**src/logic/lbp_pkg.sv**
```systemverilog
// ----------------------------------------
// Local branch predictor package
// Table sizes, PC field positions and the
// structs shared by the predictor blocks
// ----------------------------------------

`default_nettype none

package lbp_pkg;

  // ----------------------------------------
  // Sizes
  // ----------------------------------------
  localparam int unsigned VLEN         = 32;
  localparam int unsigned SLOTS        = 2;
  localparam int unsigned SLOT_BITS    = 1;
  localparam int unsigned LHR_ROWS     = 16;
  localparam int unsigned LHR_ROW_BITS = 4;
  localparam int unsigned PHT_ROWS     = 16;
  localparam int unsigned HIST_BITS    = 4;
  localparam int unsigned CTR_BITS     = 2;
  localparam int unsigned CTR_RESET    = 2;

  // One clear walks the larger of the two tables
  localparam int unsigned CLEAR_ROWS     = 16;
  localparam int unsigned CLEAR_ROW_BITS = $clog2(CLEAR_ROWS);

  // PC layout: bit 0 is the compressed offset, then slot, then history row
  localparam int unsigned OFFSET  = 1;
  localparam int unsigned ROW_LSB = OFFSET + SLOT_BITS;

  typedef logic [VLEN-1:0]      pc_t;
  typedef logic [HIST_BITS-1:0] hist_t;

  // Resolved branch from execute
  typedef struct packed {
    logic valid;
    pc_t  pc;
    logic taken;
  } bht_update_t;

  typedef struct packed {
    logic valid;
    logic taken;
  } bht_prediction_t;

  // One pattern table entry
  typedef struct packed {
    logic                valid;
    logic [CTR_BITS-1:0] ctr;
  } lbp_entry_t;

  // Update admitted by the controller
  typedef struct packed {
    logic                    en;
    logic [SLOT_BITS-1:0]    slot;
    logic [LHR_ROW_BITS-1:0] row;
    logic                    taken;
  } lbp_write_t;

  typedef struct packed {
    logic                      active;
    logic [CLEAR_ROW_BITS-1:0] row;
  } lbp_clear_t;

endpackage

`default_nettype wire

```
**src/logic/lbp_sat_counter.sv**
```systemverilog
// ----------------------------------------
// Saturating branch counter step
// Moves one step toward the outcome
// ----------------------------------------

`default_nettype none

module lbp_sat_counter (
  input  logic [lbp_pkg::CTR_BITS-1:0] ctr_i,
  input  logic                         taken_i,
  output logic [lbp_pkg::CTR_BITS-1:0] ctr_o
);
  import lbp_pkg::*;

  logic at_max;
  logic at_min;

  assign at_max = &ctr_i;
  assign at_min = ~|ctr_i;

  always_comb begin
    ctr_o = ctr_i;
    if (taken_i) begin
      if (!at_max) begin
        ctr_o = ctr_i + CTR_BITS'(1);
      end
    end else if (!at_min) begin
      ctr_o = ctr_i - CTR_BITS'(1);
    end
  end

endmodule

`default_nettype wire

```
**src/logic/lbp_update_ctrl.sv**
```systemverilog
// ----------------------------------------
// Predictor update control
// Walks table clears after reset and flush,
// and admits resolved branch updates
// ----------------------------------------

`default_nettype none

module lbp_update_ctrl (
  input  logic                 clk_i,
  input  logic                 rst_ni,
  input  logic                 flush_bp_i,
  input  logic                 debug_mode_i,
  input  lbp_pkg::bht_update_t bht_update_i,
  output lbp_pkg::lbp_write_t  write_o,
  output lbp_pkg::lbp_clear_t  clear_o,
  output logic                 busy_o
);
  import lbp_pkg::*;

  typedef enum logic {
    ST_IDLE,
    ST_CLEAR
  } state_e;

  state_e                    state_q, state_d;
  logic [CLEAR_ROW_BITS-1:0] row_q, row_d;
  logic                      last_row;

  assign last_row = (row_q == CLEAR_ROW_BITS'(CLEAR_ROWS - 1));

  // ----------------------------------------
  // Clear sequencing
  // ----------------------------------------
  always_comb begin
    state_d = state_q;
    row_d   = row_q;
    // A flush always restarts the walk at row 0
    if (flush_bp_i) begin
      state_d = ST_CLEAR;
      row_d   = '0;
    end else if (state_q == ST_CLEAR) begin
      if (last_row) begin
        state_d = ST_IDLE;
        row_d   = '0;
      end else begin
        row_d = row_q + CLEAR_ROW_BITS'(1);
      end
    end
  end

  always_ff @(posedge clk_i or negedge rst_ni) begin
    if (!rst_ni) begin
      state_q <= ST_CLEAR;
      row_q   <= '0;
    end else begin
      state_q <= state_d;
      row_q   <= row_d;
    end
  end

  assign busy_o         = (state_q == ST_CLEAR);
  assign clear_o.active = busy_o;
  assign clear_o.row    = row_q;

  // ----------------------------------------
  // Update admission and PC decode
  // ----------------------------------------
  assign write_o.en    = bht_update_i.valid & ~debug_mode_i & ~busy_o;
  assign write_o.slot  = bht_update_i.pc[OFFSET +: SLOT_BITS];
  assign write_o.row   = bht_update_i.pc[ROW_LSB +: LHR_ROW_BITS];
  assign write_o.taken = bht_update_i.taken;

endmodule

`default_nettype wire

```
**src/logic/lbp_history_table.sv**
```systemverilog
// ----------------------------------------
// Local history registers
// One shift register per row and slot,
// read by fetch PC, shifted on update
// ----------------------------------------

`default_nettype none

module lbp_history_table (
  input  logic                                  clk_i,
  input  logic                                  rst_ni,
  input  lbp_pkg::pc_t                          vpc_i,
  input  lbp_pkg::lbp_write_t                   write_i,
  input  lbp_pkg::lbp_clear_t                   clear_i,
  output lbp_pkg::hist_t [lbp_pkg::SLOTS-1:0]   hist_o
);
  import lbp_pkg::*;

  hist_t                   lhr_q [LHR_ROWS][SLOTS];
  logic [LHR_ROW_BITS-1:0] rd_row;
  logic [LHR_ROW_BITS-1:0] clr_row;
  hist_t                   wr_old;
  hist_t                   wr_new;

  assign rd_row  = vpc_i[ROW_LSB +: LHR_ROW_BITS];
  assign clr_row = LHR_ROW_BITS'(clear_i.row);

  // ----------------------------------------
  // Prediction read
  // ----------------------------------------
  for (genvar s = 0; s < SLOTS; s++) begin : gen_read
    assign hist_o[s] = lhr_q[rd_row][s];
  end

  // Newest outcome enters at bit 0
  assign wr_old = lhr_q[write_i.row][write_i.slot];
  assign wr_new = {wr_old[HIST_BITS-2:0], write_i.taken};

  // ----------------------------------------
  // Update shift and row clear
  // ----------------------------------------
  always_ff @(posedge clk_i or negedge rst_ni) begin
    if (!rst_ni) begin
      for (int r = 0; r < LHR_ROWS; r++) begin
        for (int s = 0; s < SLOTS; s++) begin
          lhr_q[r][s] <= '0;
        end
      end
    end else if (clear_i.active) begin
      for (int s = 0; s < SLOTS; s++) begin
        lhr_q[clr_row][s] <= '0;
      end
    end else if (write_i.en) begin
      lhr_q[write_i.row][write_i.slot] <= wr_new;
    end
  end

endmodule

`default_nettype wire

```
**src/logic/lbp_pattern_table.sv**
```systemverilog
// ----------------------------------------
// Pattern history table
// 2-bit counters per slot, indexed by the
// local history word of that slot
// ----------------------------------------

`default_nettype none

module lbp_pattern_table (
  input  logic                                          clk_i,
  input  logic                                          rst_ni,
  input  lbp_pkg::hist_t [lbp_pkg::SLOTS-1:0]           hist_i,
  input  lbp_pkg::hist_t                                update_index_i,
  input  lbp_pkg::lbp_write_t                           write_i,
  input  lbp_pkg::lbp_clear_t                           clear_i,
  output lbp_pkg::bht_prediction_t [lbp_pkg::SLOTS-1:0] bht_prediction_o
);
  import lbp_pkg::*;

  lbp_entry_t          pht_q [PHT_ROWS][SLOTS];
  lbp_entry_t          rd_entry [SLOTS];
  lbp_entry_t          wr_entry;
  logic [CTR_BITS-1:0] cur_ctr;
  logic [CTR_BITS-1:0] next_ctr;
  hist_t               clr_row;

  assign clr_row = HIST_BITS'(clear_i.row);

  // ----------------------------------------
  // Prediction read
  // ----------------------------------------
  for (genvar s = 0; s < SLOTS; s++) begin : gen_read
    assign rd_entry[s] = pht_q[hist_i[s]][s];
    // Table contents are stale while the walk is running
    assign bht_prediction_o[s].valid = rd_entry[s].valid & ~clear_i.active;
    assign bht_prediction_o[s].taken = rd_entry[s].ctr[CTR_BITS-1];
  end

  // ----------------------------------------
  // Update counter step
  // ----------------------------------------
  assign cur_ctr = pht_q[update_index_i][write_i.slot].ctr;

  lbp_sat_counter u_sat_counter (
    .ctr_i   (cur_ctr),
    .taken_i (write_i.taken),
    .ctr_o   (next_ctr)
  );

  assign wr_entry.valid = 1'b1;
  assign wr_entry.ctr   = next_ctr;

  // Cleared entries are invalid and weakly taken
  always_ff @(posedge clk_i or negedge rst_ni) begin
    if (!rst_ni) begin
      for (int r = 0; r < PHT_ROWS; r++) begin
        for (int s = 0; s < SLOTS; s++) begin
          pht_q[r][s].valid <= 1'b0;
          pht_q[r][s].ctr   <= CTR_BITS'(CTR_RESET);
        end
      end
    end else if (clear_i.active) begin
      for (int s = 0; s < SLOTS; s++) begin
        pht_q[clr_row][s].valid <= 1'b0;
        pht_q[clr_row][s].ctr   <= CTR_BITS'(CTR_RESET);
      end
    end else if (write_i.en) begin
      pht_q[update_index_i][write_i.slot] <= wr_entry;
    end
  end

endmodule

`default_nettype wire

```
**src/logic/lbp_top.sv**
```systemverilog
// ----------------------------------------
// Two-level local branch predictor
// History registers select per-slot
// saturating counters, two slots per fetch
// ----------------------------------------

`default_nettype none

module lbp_top (
  input  logic                                          clk_i,
  input  logic                                          rst_ni,
  input  logic                                          flush_bp_i,
  input  logic                                          debug_mode_i,
  input  lbp_pkg::pc_t                                  vpc_i,
  input  lbp_pkg::bht_update_t                          bht_update_i,
  input  lbp_pkg::hist_t                                update_index_i,
  output lbp_pkg::bht_prediction_t [lbp_pkg::SLOTS-1:0] bht_prediction_o,
  output lbp_pkg::hist_t [lbp_pkg::SLOTS-1:0]           index_o,
  output logic                                          busy_o
);
  import lbp_pkg::*;

  lbp_write_t           write;
  lbp_clear_t           clear;
  hist_t [SLOTS-1:0]    lhr_hist;

  // Clear sequencing and update admission
  lbp_update_ctrl u_update_ctrl (
    .clk_i        (clk_i),
    .rst_ni       (rst_ni),
    .flush_bp_i   (flush_bp_i),
    .debug_mode_i (debug_mode_i),
    .bht_update_i (bht_update_i),
    .write_o      (write),
    .clear_o      (clear),
    .busy_o       (busy_o)
  );

  // First level
  lbp_history_table u_history_table (
    .clk_i   (clk_i),
    .rst_ni  (rst_ni),
    .vpc_i   (vpc_i),
    .write_i (write),
    .clear_i (clear),
    .hist_o  (lhr_hist)
  );

  // Second level
  lbp_pattern_table u_pattern_table (
    .clk_i            (clk_i),
    .rst_ni           (rst_ni),
    .hist_i           (lhr_hist),
    .update_index_i   (update_index_i),
    .write_i          (write),
    .clear_i          (clear),
    .bht_prediction_o (bht_prediction_o)
  );

  // Frontend keeps this word and returns it with the update
  assign index_o = lhr_hist;

endmodule

`default_nettype wire

```
**config.mk**
```make
export PLATFORM = sky130hd
export DESIGN_NAME = lbp_top
export DESIGN_NICKNAME = d
export VERILOG_FILES = /design/src/logic/lbp_pkg.sv /design/src/logic/lbp_sat_counter.sv /design/src/logic/lbp_update_ctrl.sv /design/src/logic/lbp_history_table.sv /design/src/logic/lbp_pattern_table.sv /design/src/logic/lbp_top.sv
export SDC_FILE = /design/constraint.sdc
export NUM_CORES = 1
export LEC_CHECK = 0
export BUFFER_PORTS_ARGS = -buffer_cell sky130_fd_sc_hd__buf_2
export CAP_MARGIN = 20
export CORE_ASPECT_RATIO = 1.5
export CORE_MARGIN = 4
export CORE_UTILIZATION = 40
export CTS_CLUSTER_DIAMETER = 30
export CTS_CLUSTER_SIZE = 30
export DETAILED_ROUTE_END_ITERATION = 6
export SYNTH_ARGS = -nofsm -noshare
export SYNTH_HDL_FRONTEND = slang
export SYNTH_SLANG_ARGS = --single-unit
```
**constraint.sdc**
```tcl
create_clock -name clk_i -period 2.5 [get_ports clk_i]
set_clock_uncertainty 0.1 [all_clocks]
set_input_delay 0.125 -clock clk_i [delete_from_list [all_inputs] [get_ports clk_i]]
set_output_delay 0.125 -clock clk_i [all_outputs]
set_load 0.005 [all_outputs]
```
==> flow_summary.toml <==
[status]
status = "finished, violations left"
violations = "setup timing"

[yosys]
netlist_instances = 1222
synth_ff_type = "dfrtp_1"
yosys_warnings = 0
syn_area_per_cell_um2 = 10.18
synth_cell_type_count = 50
synth_async_sr_flop_share_pct = 100.0
synth-edff-count = 0
syn-cell-area_um2 = 12440
ys_seq_area_share_pct = 46.39
synth-seq-cells = 229
synth_nets = 1300

[global_route]
grt_first_pass_wirelength_mm = 65.55
grt_antenna_before_repair = 0
overflow = 0
grt_pass1_vias = 11170
grt_use_total_pct = 24.76
grt_max_degree = 80

[die]
dieArea_um2 = 34050
io_pins = 87
core_area_um2 = 30450
die_w_um = 152.0
initial_core_util_pct = 40.86
rows = 78
die_height_um = 224.0

[sta]
setup_viol = 5
fin_crit_ns = 3.001
timing_hold_violations_final = 0
min_period_over_period_pct = 120.0
max_freq_mhz = 333.3
slew_viol_final = 0
setup_ws_ns = -0.5007
worst_pin_slew_ns = 0.6604
max_slew_margin_pct = 55.98
rsz0062_at_grt = "yes"
setup_tns_ns = -1.964

[place]
placed_area_um2 = 14140
place_inst = 1737
dp_slack_ns = -0.2563
gp_congestion = 0.9086
dpl.hpwl_mm = 30.47
port-buffer-count = 31

[clock_network]
clkTransAtPathRegs_ns = 0.05
cts_tree = "done"
cts-root-buf = "clkbuf_16"
clk_latency_ns = 0.53
cts_buffer_depth = 3
numClockSinks = 229
numCtsBuffers = 43
htreeDepth = 2

[route]
drc = 0
num_vias = 10730
drtIter0Drc = 864
drt-total-wl_mm = 42.46
first_pass_iters = 5
ant_nets = 0
viasPerCell = 5.872
wl_per_cell_um = 23.23

[pwr]
p_per_area_nw_per_um2 = 715.6
ir_drop_v = 0.0003948
power.leakage_nw = 7.031

[setup_path]
reg2reg_depth = 7
criticalPathCategory = "reg2out"
cp.required_ns = 2.28
arrival_ns = 2.78
r2r-end = "u_history_table.lhr_q[85]$_DFFE_PN0P_"
r2r-start = "u_history_table.lhr_q[96]$_DFFE_PN0P_"
path_max_fanout = 6
r2r_slack_ns = 0.06
end_kind = "output port"
critPathLaunchType = "register"

[final_layout]
area_growth_pct = 28.60
design_area_um2 = 16000
nFillCells = 2705
drive_gt1_share_pct = 30.81
seq_area_um2 = 5772
post-route-util_pct = 52.54
multi_input_area_um2 = 6324
diodes = 0
stdcell_count = 1828
final_nets = 1472

[hold_path]
min-delay-start = "bht_update_i[3]"
holdPathStages = 4
min_to = "u_history_table.lhr_q[100]$_DFFE_PN0P_"
hold_path.class = "in2reg"

[job]
max_cap_viol_count = 0
-- through the flow --
step | total power, mW | hold WS [ns]
global route | 11.81 | 0.06529
global placement | 5.192 | 0.07053
CTS | 11.49 | 0.02328
finish | 11.45 | 0.03533
floorplan | 4.639 | -0.2706
detailed placement | 5.213 | 0.07286
-- flip-flops by register name (all words and copies together), names as in the netlist --
| register | flops |
|---|---|
| u_history_table.lhr_q | 128 |
| u_pattern_table.pht_q | 96 |
| u_update_ctrl.row_q | 4 |
| u_update_ctrl.busy_o | 1 |
-- cells by family after synthesis --
family,count (synthesis),share of synthesized area (%)
mux,142,19.72
compound gates,275,12.60
flops,229,46.39
fa+ha+maj,4,0.4023
buf+inv,96,4.033
xor+xnor,1,0.07041
simple gates,475,16.78
-- repair_timing --
item,CTS,global route
endpoints found under the hold margin,154,0
endpoints found under the setup margin,8,48
pin swaps,4,4
gates cloned,0,1
hold buffers,3,0
setup buffers,4,4
resized for setup,30,17
-- per-layer routing --
layer  global-route usage, %  up-vias  wire length, um
met1                   28.30     5346            15350
met2                   44.04      430            21900
met4                   14.54        0             2758
met3                   3.614      142             2448
met5                       0        -                0
li1                        -     4816                -
-- area by class of cell --
cell class,count,share of cell area (%)
clock inverter,23,1.971
sequential,229,36.08
timing repair buffer,212,11.31
clock buffer,56,7.734
tap,400,3.128
inverter,11,0.2581
multi-input combinational,897,39.52
-- critical path: stages, from the launching register on --
cell,delay (ns)
dfrtp_1,0.39
mux4_2,0.49
mux2i_2,0.22
mux2i_4,0.17
mux2_4,0.34
nor3_2,0.15
a2111oi_2,0.07
a22o_1,0.27
buf_2,0.14
-- synthesized netlist by cell type, types with 4 or more instances --
cell / count / share of area [%]
a21oi_1: 14 / 0.56
a22o_1: 4 / 0.28
a22oi_1: 5 / 0.30
buf_2: 20 / 0.80
buf_4: 6 / 0.36
buf_6: 12 / 1.1
clkbuf_1: 44 / 1.3
dfrtp_1: 196 / 39
dfstp_2: 33 / 7.0
ha_1: 4 / 0.40
inv_1: 10 / 0.30
mux2_2: 12 / 1.1
mux2i_1: 48 / 3.9
mux4_2: 78 / 14
nand2_1: 251 / 7.6
nand2b_1: 10 / 0.50
nand3_1: 137 / 5.5
nand4_1: 6 / 0.30
nor2_1: 27 / 0.81
nor2b_1: 16 / 0.80
nor3_1: 16 / 0.64
o211ai_1: 30 / 1.8
o21ai_0: 190 / 7.6
o21ai_1: 8 / 0.32
or3_1: 4 / 0.20
-- report_power, final --
| part | switching (mW) | internal (mW) |
|---|---|---|
| clock | 2.07 | 4.14 |
| combinational | 0.709 | 0.540 |
| sequential | 0.118 | 3.88 |
| total | 2.89 | 8.55 |
-- placed cells by master (no fill, tap or decap), drive strengths merged, types with 3 or more instances in the layout --
cell and instances:
a21oi 14, a221oi 3, a22o 4, a22oi 5, buf 208, bufinv 6, clkbuf 57, clkinv 7
clkinvlp 3, dfrtp 196, dfstp 33, dlygate4sd3 3, ha 4, inv 18, mux2 12, mux2i 52
mux4 78, nand2 251, nand2b 10, nand3 137, nand4 6, nor2 27, nor2b 16, nor3 16
o211ai 30, o21ai 199, or2 3, or3 4
-- worst max-delay path by stage --
stage	endpoint	slack, ns	cells after the start	from
global route	bht_prediction_o[3]	-0.59	8	u_history_table.lhr_q[25]$_DFFE_PN0P_
floorplan	bht_prediction_o[3]	0.22	6	vpc_i[2]
global placement	bht_prediction_o[0]	-0.22	13	vpc_i[3]
finish	bht_prediction_o[3]	-0.50	8	u_history_table.lhr_q[66]$_DFFE_PN0P_
CTS	bht_prediction_o[3]	-0.51	8	u_history_table.lhr_q[18]$_DFFE_PN0P_
detailed placement	bht_prediction_o[0]	-0.26	13	vpc_i[3]
No activity file was read; power rests on OpenSTA's default activity.
